### src/spi_pkg.sv
`default_nettype none

package spi_pkg;

    // fifo geometry, shared by both directions
    localparam int LOG2_FIFO_DEPTH = 4;                  // 16 entries
    localparam int FIFO_DBITS = 8;
    localparam int FIFO_CNT_BITS = LOG2_FIFO_DEPTH + 1;  // room for the full count

    // count value of a full fifo
    localparam logic [FIFO_CNT_BITS-1:0] FIFO_DEPTH = FIFO_CNT_BITS'(1 << LOG2_FIFO_DEPTH);

    // register word index, paddr[11:2]
    localparam logic [9:0] REG_SCKDIV = 10'h000;         // 0x00
    localparam logic [9:0] REG_TXCTRL = 10'h011;         // 0x44
    localparam logic [9:0] REG_TXDATA = 10'h012;         // 0x48
    localparam logic [9:0] REG_RXDATA = 10'h013;         // 0x4c
    localparam logic [9:0] REG_CRC16 = 10'h016;          // 0x58

    // transmit engine states, visible in txctrl[5:4]
    typedef enum logic [1:0] {
        IDLE      = 2'd0,
        WAIT_EDGE = 2'd1,   // byte loaded, waiting for a falling sclk
        SEND_DATA = 2'd2,
        ENDING    = 2'd3    // last bit out, cs drops on next fall
    } spi_state_e;

endpackage

`default_nettype wire

### src/sfifo.sv
`default_nettype none

module sfifo (
    input  logic                              i_clk,
    input  logic                              i_nrst,
    input  logic                              i_we,
    input  logic [spi_pkg::FIFO_DBITS-1:0]    i_wdata,
    input  logic                              i_re,
    output logic [spi_pkg::FIFO_DBITS-1:0]    o_rdata,
    output logic [spi_pkg::FIFO_CNT_BITS-1:0] o_count
);

    logic [spi_pkg::FIFO_DBITS-1:0] mem [spi_pkg::FIFO_DEPTH];
    logic [spi_pkg::LOG2_FIFO_DEPTH-1:0] wr_ptr;
    logic [spi_pkg::LOG2_FIFO_DEPTH-1:0] rd_ptr;
    logic [spi_pkg::FIFO_CNT_BITS-1:0] count;
    logic wr_ok;
    logic rd_ok;

    // drop writes when full, ignore reads when empty
    assign wr_ok = i_we && (count != spi_pkg::FIFO_DEPTH);
    assign rd_ok = i_re && (count != '0);

    always_ff @(posedge i_clk or negedge i_nrst) begin
        if (!i_nrst) begin
            wr_ptr <= '0;
            rd_ptr <= '0;
            count <= '0;
        end else begin
            if (wr_ok) begin
                wr_ptr <= wr_ptr + 1'b1;   // wraps at depth
            end
            if (rd_ok) begin
                rd_ptr <= rd_ptr + 1'b1;
            end
            case ({wr_ok, rd_ok})
                2'b10: count <= count + 1'b1;
                2'b01: count <= count - 1'b1;
                default: count <= count;   // idle or push and pop together
            endcase
        end
    end

    always_ff @(posedge i_clk) begin
        if (wr_ok) begin
            mem[wr_ptr] <= i_wdata;
        end
    end

    assign o_rdata = mem[rd_ptr];  // head, valid in the pop cycle
    assign o_count = count;

    a_count_bound: assert property (@(posedge i_clk) disable iff (!i_nrst)
        count <= spi_pkg::FIFO_DEPTH);

endmodule

`default_nettype wire

### src/apb_slv.sv
`default_nettype none

module apb_slv (
    input  logic        i_clk,
    input  logic        i_nrst,
    input  logic        i_psel,
    input  logic        i_penable,
    input  logic        i_pwrite,
    input  logic [31:0] i_paddr,
    input  logic [31:0] i_pwdata,
    output logic [31:0] o_prdata,
    output logic        o_pready,
    output logic        o_pslverr,
    output logic        o_req_valid,
    output logic [31:0] o_req_addr,
    output logic        o_req_write,
    output logic [31:0] o_req_wdata,
    input  logic        i_resp_valid,
    input  logic [31:0] i_resp_rdata,
    input  logic        i_resp_err
);

    logic pending;   // request issued, response not yet seen

    // one request per access phase
    assign o_req_valid = i_psel && i_penable && !pending;
    assign o_req_addr = i_paddr;
    assign o_req_write = i_pwrite;
    assign o_req_wdata = i_pwdata;

    always_ff @(posedge i_clk or negedge i_nrst) begin
        if (!i_nrst) begin
            pending <= 1'b0;
        end else if (o_req_valid) begin
            pending <= 1'b1;
        end else if (i_resp_valid) begin
            pending <= 1'b0;
        end
    end

    // response completes the transfer
    assign o_pready = i_resp_valid;
    assign o_prdata = i_resp_rdata;
    assign o_pslverr = i_resp_valid && i_resp_err;

    // completion only while the master still selects us
    a_pready_psel: assert property (@(posedge i_clk) disable iff (!i_nrst)
        o_pready |-> i_psel);

endmodule

`default_nettype wire

### src/spi_engine.sv
`default_nettype none

module spi_engine (
    input  logic                              i_clk,
    input  logic                              i_nrst,
    input  logic                              i_scaler_wr,
    input  logic [31:0]                       i_scaler,
    input  logic                              i_txctrl_wr,
    input  logic [15:0]                       i_byte_cnt,
    input  logic                              i_gen_crc,
    input  logic                              i_crc16_wr,
    input  logic [15:0]                       i_crc16_wdata,
    output logic [15:0]                       o_byte_cnt,
    output logic                              o_gen_crc,
    output spi_pkg::spi_state_e               o_state,
    output logic [15:0]                       o_crc16,
    output logic                              o_txfifo_re,
    input  logic [spi_pkg::FIFO_DBITS-1:0]    i_txfifo_rdata,
    input  logic [spi_pkg::FIFO_CNT_BITS-1:0] i_txfifo_count,
    output logic                              o_rxfifo_we,
    output logic [spi_pkg::FIFO_DBITS-1:0]    o_rxfifo_wdata,
    output logic                              o_spi_cs_n,
    output logic                              o_spi_sclk,
    output logic                              o_spi_mosi,
    input  logic                              i_spi_miso
);

    logic [31:0] scaler;
    logic [31:0] scaler_cnt;
    logic level;                 // free running serial clock level
    logic cs;
    spi_pkg::spi_state_e state;
    logic [15:0] byte_cnt;
    logic gen_crc;
    logic [2:0] bit_cnt;
    logic [7:0] tx_val;          // next byte to send
    logic [7:0] tx_shift;
    logic [7:0] rx_shift;
    logic rx_ready;
    logic [6:0] crc7;
    logic [6:0] crc7_nxt;
    logic [15:0] crc16;
    logic [15:0] crc16_nxt;
    logic fb7;
    logic fb16;
    logic tick;
    logic sclk_rise;
    logic sclk_fall;
    logic last_bit;
    logic fetch;
    logic [7:0] fetch_byte;

    always_comb begin
        tick = (scaler != '0) && (scaler_cnt == scaler - 32'd1);
        sclk_rise = tick && !level;
        sclk_fall = tick && level;
        last_bit = (state == spi_pkg::SEND_DATA) && (bit_cnt == 3'd0) && sclk_rise;
        // pop a byte at burst start and after each byte while count remains
        fetch = (byte_cnt != '0) && ((state == spi_pkg::IDLE) || last_bit);
        fetch_byte = (i_txfifo_count == '0) ? 8'hff : i_txfifo_rdata;  // idle line if empty

        // crc7, x^7 + x^3 + 1, over mosi
        fb7 = crc7[6] ^ tx_shift[7];
        crc7_nxt = {crc7[5:3], crc7[2] ^ fb7, crc7[1:0], fb7};

        // crc16, x^16 + x^12 + x^5 + 1, over miso
        fb16 = crc16[15] ^ i_spi_miso;
        crc16_nxt = {crc16[14:12], crc16[11] ^ fb16, crc16[10:5], crc16[4] ^ fb16,
                     crc16[3:0], fb16};
    end

    always_ff @(posedge i_clk or negedge i_nrst) begin
        if (!i_nrst) begin
            scaler <= '0;
            scaler_cnt <= '0;
            level <= 1'b1;       // first toggle is a falling edge
            cs <= 1'b0;
            state <= spi_pkg::IDLE;
            byte_cnt <= '0;
            gen_crc <= 1'b0;
            bit_cnt <= '0;
            tx_shift <= '1;      // mosi idles high
            rx_ready <= 1'b0;
            crc16 <= '0;
        end else begin
            if (tick) begin
                scaler_cnt <= '0;
                level <= !level;
            end else if (scaler != '0) begin
                scaler_cnt <= scaler_cnt + 32'd1;
            end

            if (sclk_fall && cs) begin
                tx_shift <= {tx_shift[6:0], 1'b1};
                if (bit_cnt != 3'd0) begin
                    bit_cnt <= bit_cnt - 3'd1;
                end else begin
                    cs <= 1'b0;  // kept active if WAIT_EDGE reloads below
                end
            end

            if (sclk_rise) begin
                rx_ready <= 1'b0;    // byte goes to the rx fifo on this edge
                if (cs) begin
                    crc16 <= crc16_nxt;
                end
            end

            if (fetch) begin
                byte_cnt <= byte_cnt - 16'd1;
            end

            case (state)
                spi_pkg::IDLE: begin
                    if (fetch) begin
                        state <= spi_pkg::WAIT_EDGE;
                    end
                end
                spi_pkg::WAIT_EDGE: begin
                    if (sclk_fall) begin
                        cs <= 1'b1;
                        bit_cnt <= 3'd7;
                        tx_shift <= tx_val;   // msb out on this edge
                        state <= spi_pkg::SEND_DATA;
                    end
                end
                spi_pkg::SEND_DATA: begin
                    if (last_bit) begin
                        rx_ready <= 1'b1;
                        if (fetch) begin
                            state <= spi_pkg::WAIT_EDGE;
                        end else if (gen_crc) begin
                            gen_crc <= 1'b0;  // one trailer per burst
                            state <= spi_pkg::WAIT_EDGE;
                        end else begin
                            state <= spi_pkg::ENDING;
                        end
                    end
                end
                spi_pkg::ENDING: begin
                    if (!cs) begin
                        state <= spi_pkg::IDLE;
                    end
                end
                default: state <= spi_pkg::IDLE;
            endcase

            // register writes take priority
            if (i_scaler_wr) begin
                scaler <= i_scaler;
                scaler_cnt <= '0;
            end
            if (i_txctrl_wr) begin
                byte_cnt <= i_byte_cnt;
                gen_crc <= i_gen_crc;
            end
            if (i_crc16_wr) begin
                crc16 <= i_crc16_wdata;
            end
        end
    end

    always_ff @(posedge i_clk) begin
        if (fetch) begin
            tx_val <= fetch_byte;
        end else if (last_bit && gen_crc) begin
            tx_val <= {crc7_nxt, 1'b1};   // crc7 trailer with end bit
        end

        if ((state == spi_pkg::IDLE) && fetch) begin
            crc7 <= '0;
        end else if (sclk_rise && cs) begin
            crc7 <= crc7_nxt;
        end

        if (sclk_rise && cs) begin
            rx_shift <= {rx_shift[6:0], i_spi_miso};
        end
    end

    assign o_txfifo_re = fetch;
    assign o_rxfifo_we = sclk_rise && rx_ready;
    assign o_rxfifo_wdata = rx_shift;

    assign o_spi_cs_n = !cs;
    assign o_spi_sclk = level && cs;
    assign o_spi_mosi = tx_shift[7];

    assign o_byte_cnt = byte_cnt;
    assign o_gen_crc = gen_crc;
    assign o_state = state;
    assign o_crc16 = crc16;

    // serial clock only toggles inside an active burst
    a_sclk_in_burst: assert property (@(posedge i_clk) disable iff (!i_nrst)
        o_spi_sclk |-> (!o_spi_cs_n && (state != spi_pkg::IDLE)));

endmodule

`default_nettype wire

### src/apb_spi.sv
`default_nettype none

module apb_spi (
    input  logic        i_clk,
    input  logic        i_nrst,
    input  logic        i_psel,
    input  logic        i_penable,
    input  logic        i_pwrite,
    input  logic [31:0] i_paddr,
    input  logic [31:0] i_pwdata,
    output logic [31:0] o_prdata,
    output logic        o_pready,
    output logic        o_pslverr,
    output logic        o_spi_cs_n,
    output logic        o_spi_sclk,
    output logic        o_spi_mosi,
    input  logic        i_spi_miso,
    input  logic        i_card_detect,
    input  logic        i_write_protect
);

    logic req_valid;
    logic [31:0] req_addr;
    logic req_write;
    logic [31:0] req_wdata;
    logic [9:0] req_idx;
    logic wr_en;
    logic resp_valid;
    logic [31:0] resp_rdata;
    logic resp_err;
    logic [31:0] rdata;
    logic [31:0] sckdiv;         // read-back copy of the scaler
    logic scaler_wr;
    logic txctrl_wr;
    logic crc16_wr;
    logic [15:0] eng_byte_cnt;
    logic eng_gen_crc;
    spi_pkg::spi_state_e eng_state;
    logic [15:0] eng_crc16;
    logic tx_we;
    logic tx_re;
    logic [spi_pkg::FIFO_DBITS-1:0] tx_rdata;
    logic [spi_pkg::FIFO_CNT_BITS-1:0] tx_count;
    logic rx_we;
    logic rx_re;
    logic [spi_pkg::FIFO_DBITS-1:0] rx_wdata;
    logic [spi_pkg::FIFO_DBITS-1:0] rx_rdata;
    logic [spi_pkg::FIFO_CNT_BITS-1:0] rx_count;

    apb_slv u_apb_slv (
        .i_clk        (i_clk),
        .i_nrst       (i_nrst),
        .i_psel       (i_psel),
        .i_penable    (i_penable),
        .i_pwrite     (i_pwrite),
        .i_paddr      (i_paddr),
        .i_pwdata     (i_pwdata),
        .o_prdata     (o_prdata),
        .o_pready     (o_pready),
        .o_pslverr    (o_pslverr),
        .o_req_valid  (req_valid),
        .o_req_addr   (req_addr),
        .o_req_write  (req_write),
        .o_req_wdata  (req_wdata),
        .i_resp_valid (resp_valid),
        .i_resp_rdata (resp_rdata),
        .i_resp_err   (resp_err)
    );

    // register decode
    assign req_idx = req_addr[11:2];
    assign wr_en = req_valid && req_write;
    assign scaler_wr = wr_en && (req_idx == spi_pkg::REG_SCKDIV);
    assign txctrl_wr = wr_en && (req_idx == spi_pkg::REG_TXCTRL);
    assign crc16_wr = wr_en && (req_idx == spi_pkg::REG_CRC16);
    assign tx_we = wr_en && (req_idx == spi_pkg::REG_TXDATA);
    assign rx_re = req_valid && !req_write && (req_idx == spi_pkg::REG_RXDATA);

    always_comb begin
        rdata = '0;
        case (req_idx)
            spi_pkg::REG_SCKDIV: rdata = sckdiv;
            spi_pkg::REG_TXCTRL: begin
                rdata[0] = i_card_detect;
                rdata[1] = i_write_protect;
                rdata[2] = i_spi_miso;
                rdata[5:4] = eng_state;
                rdata[7] = eng_gen_crc;
                rdata[31:16] = eng_byte_cnt;    // bytes still to send
            end
            spi_pkg::REG_TXDATA: rdata[31] = tx_count[spi_pkg::LOG2_FIFO_DEPTH];  // full
            spi_pkg::REG_RXDATA: begin
                rdata[7:0] = rx_rdata;          // head before the pop
                rdata[31] = (rx_count == '0);   // empty
            end
            spi_pkg::REG_CRC16: rdata[15:0] = eng_crc16;
            default: rdata = '0;
        endcase
    end

    always_ff @(posedge i_clk or negedge i_nrst) begin
        if (!i_nrst) begin
            sckdiv <= '0;
            resp_valid <= 1'b0;
            resp_err <= 1'b0;
        end else begin
            if (scaler_wr) begin
                sckdiv <= req_wdata;
            end
            resp_valid <= req_valid;
            resp_err <= 1'b0;   // every offset answers
        end
    end

    always_ff @(posedge i_clk) begin
        resp_rdata <= rdata;
    end

    spi_engine u_engine (
        .i_clk          (i_clk),
        .i_nrst         (i_nrst),
        .i_scaler_wr    (scaler_wr),
        .i_scaler       (req_wdata),
        .i_txctrl_wr    (txctrl_wr),
        .i_byte_cnt     (req_wdata[31:16]),
        .i_gen_crc      (req_wdata[7]),
        .i_crc16_wr     (crc16_wr),
        .i_crc16_wdata  (req_wdata[15:0]),
        .o_byte_cnt     (eng_byte_cnt),
        .o_gen_crc      (eng_gen_crc),
        .o_state        (eng_state),
        .o_crc16        (eng_crc16),
        .o_txfifo_re    (tx_re),
        .i_txfifo_rdata (tx_rdata),
        .i_txfifo_count (tx_count),
        .o_rxfifo_we    (rx_we),
        .o_rxfifo_wdata (rx_wdata),
        .o_spi_cs_n     (o_spi_cs_n),
        .o_spi_sclk     (o_spi_sclk),
        .o_spi_mosi     (o_spi_mosi),
        .i_spi_miso     (i_spi_miso)
    );

    sfifo tx_fifo (
        .i_clk   (i_clk),
        .i_nrst  (i_nrst),
        .i_we    (tx_we),
        .i_wdata (req_wdata[7:0]),
        .i_re    (tx_re),
        .o_rdata (tx_rdata),
        .o_count (tx_count)
    );

    sfifo rx_fifo (
        .i_clk   (i_clk),
        .i_nrst  (i_nrst),
        .i_we    (rx_we),
        .i_wdata (rx_wdata),
        .i_re    (rx_re),
        .o_rdata (rx_rdata),
        .o_count (rx_count)
    );

endmodule

`default_nettype wire

### config.mk
export PLATFORM = sky130hd
export DESIGN_NAME = apb_spi
export DESIGN_NICKNAME = d
export VERILOG_FILES = /design/src/spi_pkg.sv /design/src/sfifo.sv /design/src/apb_slv.sv /design/src/spi_engine.sv /design/src/apb_spi.sv
export SDC_FILE = /design/constraint.sdc
export NUM_CORES = 1
export LEC_CHECK = 0
export ABC_CLOCK_PERIOD_IN_PS = 7130
export BUFFER_PORTS_ARGS = -buffer_cell sky130_fd_sc_hd__buf_2
export CAP_MARGIN = 15
export CORE_MARGIN = 5
export CORE_UTILIZATION = 55
export DETAILED_ROUTE_END_ITERATION = 8
export PLACE_DENSITY = 0.7
export SLEW_MARGIN = 20
export SYNTH_ARGS = -nofsm -noshare
export SYNTH_HDL_FRONTEND = slang
export SYNTH_HIERARCHICAL = 1
export SYNTH_SLANG_ARGS = --single-unit
### constraint.sdc
create_clock -name i_clk -period 7.13 [get_ports i_clk]
set_clock_uncertainty 0.1 [all_clocks]
set_input_delay 0.3565 -clock i_clk [delete_from_list [all_inputs] [get_ports i_clk]]
set_output_delay 0.3565 -clock i_clk [all_outputs]
set_load 0.1 [all_outputs]
* Word level (Yosys, flattened, before mapping)
Memory sizes are Yosys's and may differ from the RTL's.
Cells that the tools add are included.
** Word-level totals
- Memories kept :: 2
- Register bits :: 196
- Input bits :: 72
- Logic and storage cells :: 166
- Bits in writable memories :: 256
- Output and inout bits :: 37
- Latch bits :: 0
- ROM bits :: 0
** Memories
- rx_fifo.mem :: depth 16, width 8, read ports 1, clocked after memory_dff 0, wr ports 1, RTL line sfifo.sv:13 : logic [spi_pkg::FIFO_DBITS-1:0] mem [spi_pkg::FIFO_DEPTH];
- tx_fifo.mem :: depth 16, width 8, read ports 1, clocked after memory_dff 0, wr ports 1, RTL line sfifo.sv:13
** Operators by class
- Multiply operators :: 0
- Add/subtract/negate cells :: 12
- $lt $le $gt $ge :: 0
- Div/mod/pow operators :: 0
- Bitwise logic cells :: 5
- Reduce and logical (&&, ||, !) cells :: 53
- Shifts and indexed selects :: 0
- Mux-type cells :: 52
- Eq/ne operators :: 19
** Operator list (number)
- $mux 32 :: 3
- $mux 16 :: 5
- $mux 8 :: 6
- $eq 10x5->1 const B :: 4
- $add 32x1->32 const B :: 1
- $eq 32x32->1 :: 1
- $reduce_bool 32->1 :: 1
- $sub 32x1->32 const B :: 1
- $pmux 15 s2 :: 1
- $logic_and 1x1->1 :: 25
- $pmux 5 s2 :: 2
- $reduce_bool 2->1 :: 9
- $mux 1 :: 17
- $add 4x1->4 const B :: 4
- $pmux 2 s4 :: 2
- $pmux 8 s2 :: 1
- $reduce_bool 16->1 :: 1
- $sub 16x1->16 const B :: 1
- $mux 2 :: 6
- $mux 3 :: 4
- $pmux 3 s4 :: 1
- $add 5x1->5 const B :: 2
- $logic_not 10->1 :: 1
- $logic_not 5->1 :: 2
- other kinds (19) :: 40

* Depth between registers and ports, before layout
Gate-level depths: netlist (run 1).
- Depth after elaboration :: 11
- Gate-level depth with buffers :: 22
- Mapped depth without buffers :: 20

* Hierarchy
The synthesis (run 1) kept the hierarchy.
** Modules (own cells, without submodules)
- sfifo :: times used 2, seq. area each 4169.0 um^2, cells an instance 329, area each 5751.8 um^2
- spi_engine :: times used 1, seq. area each 3459.6 um^2, cells an instance 811, area each 7707.4 um^2
- apb_spi :: times used 1, seq. area each 1466.4 um^2, cells an instance 200, area each 2608.8 um^2
- apb_slv :: times used 1, seq. area each 25.0 um^2, cells an instance 103, area each 784.5 um^2

* Least setup slack after synthesis (run 1)
OpenSTA, ideal clock, no wires.
- Kind :: reg2reg
- From :: reg u_engine.scaler[4]
- To :: reg rx_fifo.count (netlist bit rx_fifo/o_count[4])
- Path buffers :: 1
- Required time :: 6906 ps
- Setup slack :: 1768 ps
- Arrival time :: 5138 ps
- Library setup time :: 124 ps
- Clock period less this slack :: 5362 ps
- Cell stages (with the launch flop) :: 19
- Path through :: dfrtp_1 > or4_4 > or4_4 > or3b_1 > a211o_1 > a22oi_1 > or3b_4 > or3_1 > nor3b_1 > o21a_1 > buf_6 > inv_1 > ha_1 > ha_1 > nor2b_1 > o21ai_0 > a21oi_1 > or3b_1 > xnor2_1
** On the way
- Cells in the longest elaborated chain, start to end :: 8
- Elaborated cells between the ends (all ways) :: 11
- Classes of those cells :: add/sub (1); eq/ne (3); mux (1); reduce/logical (6)
** RTL lines
- start, declared :: RTL line spi_engine.sv:28 : logic [31:0] scaler;
- start signal, assigned :: RTL line spi_engine.sv:150 : scaler <= i_scaler;
- $sub 32x1->32 :: RTL line spi_engine.sv:54 : tick = (scaler != '0) && (scaler_cnt == scaler - 32'd1);
- $eq 32x32->1 :: RTL line spi_engine.sv:54
- $logic_and 1x1->1 * :: RTL line spi_engine.sv:54
- $logic_and 1x1->1 * :: RTL line spi_engine.sv:55 : sclk_rise = tick && !level;
- $logic_and 1x1->1 * :: RTL line spi_engine.sv:182 : assign o_rxfifo_we = sclk_rise && rx_ready;
- named net rx_we :: RTL line apb_spi.sv:44 : logic rx_we;
- $logic_and 1x1->1 * :: RTL line sfifo.sv:21 : assign wr_ok = i_we && (count != spi_pkg::FIFO_DEPTH);
- $eq 2x1->1 or $eq 2x2->1 (tied branches) :: RTL line sfifo.sv:36 : case ({wr_ok, rd_ok})
- $pmux 5 s2 or $reduce_bool 2->1 (tied branches)
- end signal, assigned :: RTL line sfifo.sv:37 : 2'b10: count <= count + 1'b1;
- end signal, assigned :: RTL line sfifo.sv:38 : 2'b01: count <= count - 1'b1;
- end signal, assigned :: RTL line sfifo.sv:39 : default: count <= count;
- end, declared :: RTL line sfifo.sv:16 : logic [spi_pkg::FIFO_CNT_BITS-1:0] count;
The timed path passes the listed nets; every way through them passes the cells marked *.
A chain may end at the register's enable or synchronous reset.

* Worst setup path in the final report (run 1)
- From :: reg u_engine.scaler[12]
- To :: reg rx_fifo.count (netlist bit rx_fifo/o_count[4])
The elaborated chain is that of the path after synthesis.

==> results of run 1 <==
repair_timing:
action / CTS / global route
setup buffers: 0 / 0
gates resized for setup: 0 / 0
endpoints found under the hold margin: 160 / 0
hold buffers: 28 / 0
through the flow:
stage / std cells / setup slack (ns)
2_1_floorplan: 1750 / 1.768
3_3_place_gp: 2228 / 0.9879
3_5_place_dp: 2228 / 0.9360
4_1_cts: 2347 / 0.9219
5_1_grt: 2348 / 0.4753
6_report: 2348 / 0.8987
where the power goes:
group | internal (mW) | switching [mW] | total (mW)
Sequential | 2.97 | 0.0456 | 3.01
Clock | 1.51 | 1.06 | 2.58
Combinational | 0.0681 | 0.104 | 0.172
Total | 4.55 | 1.21 | 5.76
per-layer routing:
| layer | global-route usage [%] | routed length (um) | up-vias |
|---|---|---|---|
| li1 | - | - | 6562 |
| met1 | 32.14 | 22020 | 7093 |
| met2 | 36.83 | 24650 | 443 |
| met3 | 4.574 | 3242 | 107 |
| met4 | 7.819 | 1683 | 0 |
| met5 | 0 | 0 | - |
final timing paths:
check / slack [ns] / startpoint / depth (start not counted) / end
setup / recovery: 0.90 / u_engine/scaler[12]$_DFFE_PN0P_ / 17 / rx_fifo/o_count[4]$_DFFE_PN0P_
hold / removal: 0.10 / i_paddr[4] / 3 / resp_rdata[7]$_DFF_P_
setup reg to reg: 0.90 / u_engine/scaler[12]$_DFFE_PN0P_ / 17 / rx_fifo/o_count[4]$_DFFE_PN0P_
hold reg to reg: 0.38 / u_apb_slv/pending$_DFFE_PN0P_ / 1 / u_apb_slv/pending$_DFFE_PN0P_
max in group asynchronous: 5.10 / i_nrst / 3 / u_engine/scaler_cnt[7]$_DFFE_PN0P_
min in group asynchronous: 0.33 / i_nrst / 2 / sckdiv[20]$_DFFE_PN0P_
area by class of cell:
cell class	instances	area [um2]
antenna	1	2.502
clock buffer	70	1436
clock inverter	21	201.4
fill	3119	15890
inverter	46	172.7
multi-input combinational	1062	8034
sequential	484	13290
tap	532	665.6
timing repair buffer	132	857.1
worst reg2reg max path, stage by stage, from the launching register on:
cell     delay, ns
dfrtp_1       0.47
or4_1         0.61
or4_4         0.53
or3b_1        0.39
a211o_1       0.32
a22oi_1       0.24
or3b_4        0.43
or3_1         0.46
nor3b_1       0.48
o21a_1        0.46
inv_1         0.09
ha_1          0.27
ha_1          0.33
nor2b_1       0.14
o21ai_0       0.20
a21oi_1       0.10
or3b_1        0.36
xnor2_1       0.13
registers in the layout, indices dropped and copies added (netlist names), 2 cells and up, named ones only:
| signal | count |
|---|---|
| rx_fifo/mem | 128 |
| tx_fifo/mem | 128 |
| resp_rdata | 32 |
| sckdiv | 32 |
| u_engine/scaler | 32 |
| u_engine/scaler_cnt | 32 |
| u_engine/o_byte_cnt | 16 |
| u_engine/o_crc16 | 16 |
| u_engine/o_rxfifo_wdata | 8 |
| u_engine/tx_shift | 8 |
| u_engine/tx_val | 8 |
| u_engine/crc7 | 7 |
| rx_fifo/o_count | 5 |
| tx_fifo/o_count | 5 |
| rx_fifo/rd_ptr | 4 |
| rx_fifo/wr_ptr | 4 |
| tx_fifo/rd_ptr | 4 |
| tx_fifo/wr_ptr | 4 |
| u_engine/bit_cnt | 3 |
| u_engine/o_state | 2 |
==> impl_summary.log, run 1 <==
[metrics] outcome: complete, no violations
[metrics] Routed WL: between 50,000 and 60,000 um
[metrics] leakage dissipation: a little under 10 nW
[metrics] routability cong.: ~0.88
[metrics] Relative slew margins: ~29%
[metrics] CP Max Fanout: 11
[metrics] Buffers on Ports: 85
[metrics] most frequent cells in the layout: edfxtp_1 (272), dfrtp_1 (162), nand2_1 (121)
[metrics] critical-path cell list: or4_1, or4_4, or3b_1, a211o_1, a22oi_1, or3b_4, or3_1, nor3b_1, o21a_1, inv_1, ha_1, ha_1, nor2b_1, o21ai_0, a21oi_1, or3b_1, xnor2_1
[metrics] Buf+Inv Stages, Crit Path: 1
[metrics] area growth from synthesis to layout: 9.903%
[metrics] Max Slew Vio Count: 0
[metrics] actual slew at the worst max-slew pin: ~1.1 ns
[metrics] Post-Route Utilization: 60.81%
[metrics] count of unresolved DRC violations after routing: 0
[metrics] total clock buffers created by CTS: 49
[metrics] share of layout cells above drive strength 1: 17.25%
[metrics] kind of end point of the critical path: flop
[metrics] overall track demand over capacity in global routing: a little under a quarter
[metrics] grt total ovfl: 0
[metrics] arrival time at the worst endpoint: around 6.6 ns
[metrics] startpoint kind of the worst setup timing path: flop
[metrics] post-route design area: 0.02466 mm2
[metrics] total setup violations reported at the end of the flow: 0
[metrics] CTS tree: built
[metrics] total die area: ~0.045 mm2
[metrics] Initial Utilization: around 55%
[metrics] drt wl/cell: approximately 22 um
[metrics] DIE HEIGHT: 212.0 um
[metrics] Power Dens Cells: 233.6 mW/mm2
[metrics] Final nets: about 1,900
[metrics] Gate Count Post-Synth: roughly 1,800
[metrics] TritonCTS sink count: 484
[metrics] final setup TNS: 0 ns
[metrics] I/O pin cnt: approximately 110
[metrics] highest ir drop seen on vdd: around 0.17 mV
[metrics] type of the most critical hold path: input port to flop
[metrics] post-synthesis cell area: ~0.022 mm2
[metrics] max cap viols: 0
[metrics] Root Driver: clkbuf_16
[metrics] antenna violations before repair: 1
[metrics] commonest non-fill, non-tap cell in the layout: edfxtp_1
[metrics] first-pass GRT wire length: 80,920 um
[metrics] count of routing violations after the opening detailed-route iteration: 1,170
[metrics] Via Count: between 10,000 and 15,000
[metrics] post-detailed-placement half-perimeter wirelength: ~35,000 um
[metrics] TritonRoute pass-1 iters: 7
[metrics] remaining antenna violation count after routing: 0
[metrics] total number of placement rows: 74
[metrics] final number of hold-violating endpoints: 0
[metrics] instance area at placement: 0.02272 mm2
[metrics] setup repair after global routing missed its margin: false
[metrics] post-layout total power: ~5.8 mW
[metrics] critical setup path kind: flop to flop
[metrics] crit-path max cell delay: roughly 0.61 ns
[metrics] largest buffer count on any clock path: 3
[metrics] family with the most delay on the worst path: simple AND/OR/NAND/NOR gates
[metrics] Slowest cell on crit path: or4_1
[metrics] Core ar.: roughly 0.04 mm2
[metrics] clock latency of the later-clocked register in the worst-skew pair: 0.59 ns
[metrics] Avg Synthesized Cell Area: around 13 um2
[metrics] Period Utilization, post-route: between 80% and 90%
[metrics] hold slack: 0.1002 ns
[metrics] required time of the critical path: between 7 and 8 ns
[metrics] maximum clock frequency: between 150 and 200 MHz
[metrics] Via-to-Cell Ratio: a little over 6
[metrics] number of nets in the synthesized netlist: between 1,500 and 2,000
[metrics] clock transition at the registers of the reported paths: about 0.06 ns
[metrics] number of global-route vias before repair: roughly 14,000
[metrics] Die X: 212.0 um
[metrics] largest net degree at the start of global routing: 100
[metrics] number of warnings issued by yosys: 6
[metrics] final critical-path required period: 6.231 ns
[metrics] CTS H-tree depth: 2
(Power assumes the default switching activity.)
==> run 2, diff against run 1 <==
--- a/config.mk
+++ b/config.mk
@@ -11,6 +11,7 @@
 export CORE_MARGIN = 5
 export CORE_UTILIZATION = 55
 export DETAILED_ROUTE_END_ITERATION = 8
+export GPL_TIMING_DRIVEN = 0
 export PLACE_DENSITY = 0.7
 export SLEW_MARGIN = 20
 export SYNTH_ARGS = -nofsm -noshare
==> run 2 against run 1 <==
Die area unchanged. Clock power fell by 2%. Power decreased by 0.50%. Sequential share of layout area decreased by 1.4 points.
==> impl_summary.log, run 2 (synthesis results as in run 1) <==
[metrics] outcome: complete, no violations
[metrics] crit-path max cell delay: around 0.6 ns
[metrics] number of global-route vias before repair: roughly 15,000
[metrics] startpoint kind of the worst setup timing path: flop
[metrics] DIE HEIGHT: between 200 and 250 um
[metrics] I/O pin cnt: 109
[metrics] Die X: between 200 and 250 um
[metrics] Final nets: about 2,000
[metrics] actual slew at the worst max-slew pin: between 1 and 1.5 ns
[metrics] CTS H-tree depth: 2
[metrics] drt wl/cell: around 22 um
[metrics] first-pass GRT wire length: approximately 86,000 um
[metrics] Period Utilization, post-route: around nine tenths
[metrics] critical-path cell list: nor4_1, nand4b_1, clkbuf_1, xnor2_1, a2111o_1, nor4_1, nand3_1, or3_1, nor3b_1, o21a_1, buf_6, inv_1, ha_1, ha_1, nor2b_1, o21ai_0, a21oi_1, or3b_1, xnor2_1
[metrics] total setup violations reported at the end of the flow: 0
[metrics] Root Driver: clkbuf_16
[metrics] routability cong.: 0.8741
[metrics] final number of hold-violating endpoints: 0
[metrics] reg-to-reg critical path startpoint: u_engine/scaler[2]$_DFFE_PN0P_
[metrics] count of unresolved DRC violations after routing: 0
[metrics] largest buffer count on any clock path: 3
[metrics] kind of end point of the critical path: flop
[metrics] required time of the critical path: about 7.5 ns
[metrics] post-detailed-placement half-perimeter wirelength: 38,270 um
[metrics] Buffers on Ports: 42
[metrics] TritonRoute pass-1 iters: 5
[metrics] remaining antenna violation count after routing: 0
[metrics] area growth from synthesis to layout: 12.75%
[metrics] grt total ovfl: 0
[metrics] Initial Utilization: 55.33%
[metrics] Post-Place Cells: 2,326
[metrics] CTS tree: built
[metrics] part of the power in combinational logic: around 3.4%
[metrics] non-filler instance count after layout: about 2,400
[metrics] Pint: between 4 and 5 mW
[metrics] critical setup path kind: flop to flop
[metrics] leakage dissipation: about 10 nW
[metrics] beginning of the critical path: u_engine/scaler[2]$_DFFE_PN0P_
[metrics] final critical-path required period: about 6.4 ns
[metrics] Max Slew Vio Count: 0
[metrics] Slowest cell on crit path: or3_1
[metrics] capture point of the worst path: rx_fifo/o_count[4]$_DFFE_PN0P_
[metrics] commonest non-fill, non-tap cell in the layout: edfxtp_1
[metrics] CP Max Fanout: 10
[metrics] antenna violations before repair: 0
[metrics] max cap viols: 0
[metrics] Relative slew margins: a little under a third
[metrics] registers with the most flip-flops: rx_fifo/mem (128), tx_fifo/mem (128)
[metrics] clock transition at the registers of the reported paths: 0.06 ns
[metrics] clock latency of the later-clocked register in the worst-skew pair: 0.59 ns
[metrics] Routed WL: about 55,000 um
[metrics] type of the most critical hold path: input port to flop
[metrics] most frequent cells in the layout: edfxtp_1 (272), dfrtp_1 (164), nand2_1 (121)
[metrics] largest net degree at the start of global routing: 90
[metrics] worst reg2reg path depth: 19
[metrics] TritonCTS sink count: about 480
[metrics] total number of placement rows: 74
[metrics] net switching share of the total power: between 20% and 30%
[metrics] highest ir drop seen on vdd: 0.1686 mV
[metrics] Power Dens Cells: 226.5 mW/mm2
[metrics] sequential fraction of design power: a little over half
[metrics] total clock buffers created by CTS: 49
[metrics] maximum clock frequency: between 150 and 200 MHz
[metrics] worst reg2reg path endpoint: rx_fifo/o_count[4]$_DFFE_PN0P_
[metrics] clock group share of total power: around 44%
[metrics] Via Count: approximately 15,000
[metrics] Core ar.: roughly 0.041 mm2
[metrics] Sw Pwr: between 1 and 1.5 mW
[metrics] final setup TNS: 0 ns
[metrics] setup repair after global routing missed its margin: false
[metrics] Via-to-Cell Ratio: between 6 and 7
[metrics] arrival time at the worst endpoint: slightly below 7 ns
[metrics] total die area: 0.04494 mm2
[metrics] Post-CTS Setup Inserts: 0
[metrics] share of layout cells above drive strength 1: 19.24%
[metrics] overall track demand over capacity in global routing: around 25%
[metrics] setup slack on the worst flop-to-flop path: ~0.69 ns
[metrics] count of routing violations after the opening detailed-route iteration: between 1,000 and 1,500
-- run 2: cell count changes in the layout (fill, tap and decap cells not counted), sizes merged --
cell      delta
buf         +56
clkbuf      +41
clkinv       -3
clkinvlp     +3
inv          +1
-- run 2: per-layer routing --
layer,up-vias,share of wire (%),global-route usage (%)
li1,6759,-,-
met1,7449,42,34.11
met2,453,50,40.82
met3,92,5.5,3.748
met4,0,2.6,6.619
met5,-,0,0
-- run 2: area by class of cell --
cell class                 instances  area [um2]
inverter                          46       172.7
sequential                       484       13290
antenna                            1       2.502
fill                            3153       15250
tap                              532       665.6
clock inverter                    22       215.2
multi-input combinational       1062        8058
clock buffer                      69        1381
buffer                           158       977.2
timing repair buffer              72       539.3
-- run 2: power by group through the flow --
stage / sequential (mW) / clock (mW) / combinational [mW]
2_1_floorplan: 3.05 / 0 / 0.120
3_3_place_gp: 3.05 / 0 / 0.175
3_5_place_dp: 3.06 / 0 / 0.182
4_1_cts: 3.00 / 2.59 / 0.196
5_1_grt: 3.00 / 2.71 / 0.213
6_report: 3.00 / 2.54 / 0.196
-- run 2: what timing repair did --
item	4_1_cts	5_1_grt
hold buffers	28	0
endpoints found under the hold margin	156	0
resized for setup	0	0
-- run 2: critical path, delay by kind of cell (launching register included) --
kind	cells	cell delay (ns)
compound gates	4	0.93
flops	1	0.46
simple gates	8	3.29
xor+xnor	2	0.38
buf+inv	3	0.56
fa+ha+maj	2	0.58
-- run 2: metrics by stage --
stage | hold slack, ns | cell area, um2 | util [%] | setup slack [ns] | power [mW]
CTS | 0.03632 | 25290 | 62.37 | 0.7489 | 5.781
global route | 0.05240 | 25300 | 62.38 | 0.2359 | 5.926
finish | 0.06570 | 25300 | 62.39 | 0.6853 | 5.731
floorplan | -0.03909 | 22440 | - | 1.768 | 3.165
global placement | 0.3546 | 23310 | 57.49 | 0.8801 | 3.229
detailed placement | 0.3104 | 23420 | 57.74 | 0.7886 | 3.238
-- run 2: worst min path at each step --
stage               cells past startpoint                          start                              end  slack (ns)
global route                            1                    i_pwdata[4]      tx_fifo/mem[5][4]$_DFFE_PP_        0.05
detailed placement                      1                         i_nrst    u_engine/bit_cnt[0]$_DFF_PN0_        0.31
finish                                  1                    i_pwdata[5]      tx_fifo/mem[7][5]$_DFFE_PP_        0.07
CTS                                     3                    i_pwdata[5]  u_engine/o_crc16[5]$_DFFE_PN0P_        0.04
global placement                        2  u_engine/crc7[3]$_SDFFE_PP0P_    u_engine/crc7[3]$_SDFFE_PP0P_        0.35
floorplan                               0                         i_nrst             resp_valid$_DFF_PN0_       -0.04
==> run 3, diff against run 2 <==
==> constraint.sdc (replaced) <==
create_clock -name i_clk -period 7.13 [get_ports i_clk]
set_clock_uncertainty 0.1 [all_clocks]
set_input_delay 0.713 -clock i_clk [delete_from_list [all_inputs] [get_ports i_clk]]
set_output_delay 0.713 -clock i_clk [all_outputs]
set_load 0.1 [all_outputs]
==> run 3 against run 2 <==
Routed wire length shrank 0.78%. Combinational power fell by 7%. Die area unchanged. Cell area shrank 1.1%. Fmax is 1.2% higher. Sequential cell count did not move. Via count is 0.41% lower. Core utilization fell by 0.70 points. Sequential share of layout area grew 0.59 points. Global-route usage shrank 0.18 points. Highest routed layer unchanged.
==> impl_summary.log, run 3 (synthesis results as in run 1) <==
[metrics] registers with the most flip-flops: rx_fifo/mem (128), tx_fifo/mem (128)
[metrics] fill cell count: between 3,000 and 4,000
[metrics] antenna diode instance count: 0
[metrics] Slowest cell on crit path: or4_1
[metrics] required time of the critical path: approximately 7.5 ns
[metrics] non-filler instance count after layout: approximately 2,400
[metrics] most frequent cells in the layout: edfxtp_1 (272), dfrtp_1 (164), nand2_1 (121)
[metrics] TritonRoute pass-1 iters: 7
[metrics] footprint of the multi-input gates: just over 0.008 mm2
[metrics] total die area: roughly 0.045 mm2
[metrics] Pint: between 4 and 5 mW
[metrics] worst reg2reg path depth: 18
[metrics] total setup violations reported at the end of the flow: 0
[metrics] Max Slew Vio Count: 0
[metrics] max cap viols: 0
[metrics] total number of placement rows: between 70 and 80
[metrics] grt total ovfl: 0
[metrics] startpoint kind of the worst setup timing path: flop
[metrics] count of unresolved DRC violations after routing: 0
[metrics] net switching share of the total power: between 20% and 30%
[metrics] routing usage on met1: about a third
[metrics] part of the power in combinational logic: between 3 and 4%
[metrics] setup repair after global routing missed its margin: false
[metrics] Post-Place Cells: ~2,300
[metrics] CP Max Fanout: 9
[metrics] area growth from synthesis to layout: 11.49%
[metrics] Initial Utilization: 55.33%
[metrics] type of the most critical hold path: input port to asynchronous set/reset pin
[metrics] critical-path cell list: or4_1, or4_4, or3b_1, a211o_1, a22oi_1, or3b_4, or3_1, nor3b_1, o21a_1, buf_6, inv_1, ha_1, ha_1, nor2b_1, o21ai_0, a21oi_1, or3b_1, xnor2_1
[metrics] CTS H-tree depth: 2
[metrics] Post-CTS Setup Inserts: 0
[metrics] clock group share of total power: 44.3%
[metrics] leakage dissipation: a little under 10 nW
[metrics] critical setup path kind: flop to flop
[metrics] highest ir drop seen on vdd: ~0.17 mV
[metrics] Final nets: slightly below 2,000
[metrics] share of layout cells above drive strength 1: around a fifth
[metrics] Die X: 212.0 um
[metrics] Via Count: 14,690
[metrics] maximum clock frequency: between 150 and 200 MHz
[metrics] number of global-route vias before repair: roughly 15,000
[metrics] antenna violations before repair: 0
[metrics] CTS tree: built
[metrics] outcome: complete, no violations
[metrics] largest buffer count on any clock path: 3
[metrics] I/O pin cnt: between 100 and 150
[metrics] first-pass GRT wire length: around 85,000 um
[metrics] kind of end point of the critical path: flop
[metrics] final critical-path required period: ~6.4 ns
[metrics] sequential fraction of design power: around 53%
[metrics] Power Dens Cells: 228.4 mW/mm2
[metrics] Via-to-Cell Ratio: approximately 6
[metrics] Buffers on Ports: 42
[metrics] Routed WL: 54,350 um
[metrics] clock latency of the later-clocked register in the worst-skew pair: between 0.5 and 0.6 ns
[metrics] count of routing violations after the opening detailed-route iteration: between 1,000 and 1,500
[metrics] gr busiest metal: met2
[metrics] remaining antenna violation count after routing: 0
[metrics] hold slack: roughly 0.040 ns
[metrics] storage element area: about 0.013 mm2
[metrics] Period Utilization, post-route: roughly nine tenths
[metrics] Core ar.: approximately 0.041 mm2
[metrics] drt wl/cell: around 22 um
[metrics] routing usage on met2: approximately 40%
[metrics] Post-Route Utilization: between 60% and 70%
[metrics] clock transition at the registers of the reported paths: roughly 0.060 ns
[metrics] routability cong.: 0.8741
[metrics] total clock buffers created by CTS: 49
[metrics] Root Driver: clkbuf_16
[metrics] hold buffers post-CTS: 0
[metrics] commonest non-fill, non-tap cell in the layout: edfxtp_1
[metrics] GR Util met3: 3.777%
[metrics] DIE HEIGHT: between 200 and 250 um
[metrics] largest net degree at the start of global routing: 90
[metrics] actual slew at the worst max-slew pin: 1.041 ns
[metrics] crit-path max cell delay: approximately 0.64 ns
[metrics] Sw Pwr: between 1 and 1.5 mW
[metrics] final number of hold-violating endpoints: 0
[metrics] TritonCTS sink count: 484
[metrics] setup slack on the worst flop-to-flop path: 0.76 ns
[metrics] post-detailed-placement half-perimeter wirelength: 38,270 um
[metrics] final setup TNS: 0 ns
[metrics] Relative slew margins: 30.05%
[metrics] total of cells resized after clock tree synthesis: 0
[metrics] overall track demand over capacity in global routing: between 20% and 30%
[metrics] post-layout total power: approximately 5.7 mW
[metrics] arrival time at the worst endpoint: approximately 6.7 ns
## run 3: final timing paths
kind                                                       from                        endpoint
worst max-delay path            u_engine/scaler[11]$_DFFE_PN0P_  rx_fifo/o_count[4]$_DFFE_PN0P_
worst min-delay path                                     i_nrst   u_engine/bit_cnt[1]$_DFF_PN0_
worst max register to register  u_engine/scaler[11]$_DFFE_PN0P_  rx_fifo/o_count[4]$_DFFE_PN0P_
worst min register to register    u_engine/crc7[3]$_SDFFE_PP0P_   u_engine/crc7[3]$_SDFFE_PP0P_
max in group asynchronous                                i_nrst   tx_fifo/wr_ptr[3]$_DFFE_PN0P_
min in group i_clk                                 i_pwdata[11]          sckdiv[11]$_DFFE_PN0P_
## run 3: per-stage QoR
step                      cell area (um2)  setup WS, ns
after floorplan                     22440         1.768
after global placement              23310        0.8801
after detailed placement            23420        0.7886
after CTS                           25010        0.7489
after global routing                25020        0.2360
final                               25020        0.7637
## run 3: layout make-up
cell class              instances  share of cell area [%]
well taps                     532                   2.661
plain buffers                 158                   3.906
clock inverters                22                  0.8602
inverters                      46                  0.6902
flip-flops and latches        484                   53.12
multi-input cells            1062                   32.21
repair buffers                 44                   1.035
clock buffers                  69                   5.521
## run 3: layer usage
layer | routed length (um) | part of all wire (%)
met5 | 0 | 0
met4 | 1405 | 2.6
met3 | 3153 | 5.8
met2 | 26910 | 50
met1 | 22880 | 42
## run 3: power by group through the flow
| stage | Sequential (mW) | Combinational [mW] | Clock, mW |
|---|---|---|---|
| final | 3.00 | 0.182 | 2.53 |
| after floorplan | 3.05 | 0.120 | 0 |
| after detailed placement | 3.06 | 0.182 | 0 |
| after global routing | 3.00 | 0.200 | 2.71 |
| after global placement | 3.05 | 0.175 | 0 |
| after CTS | 3.00 | 0.183 | 2.59 |
## run 3: worst max-delay path: cells and delay by family, from the launching register on
kind | cells | cell delay [ns]
xor+xnor | 1 | 0.14
buf+inv | 2 | 0.22
compound gates | 5 | 1.10
fa+ha+maj | 2 | 0.58
simple gates | 8 | 3.60
flops | 1 | 0.48
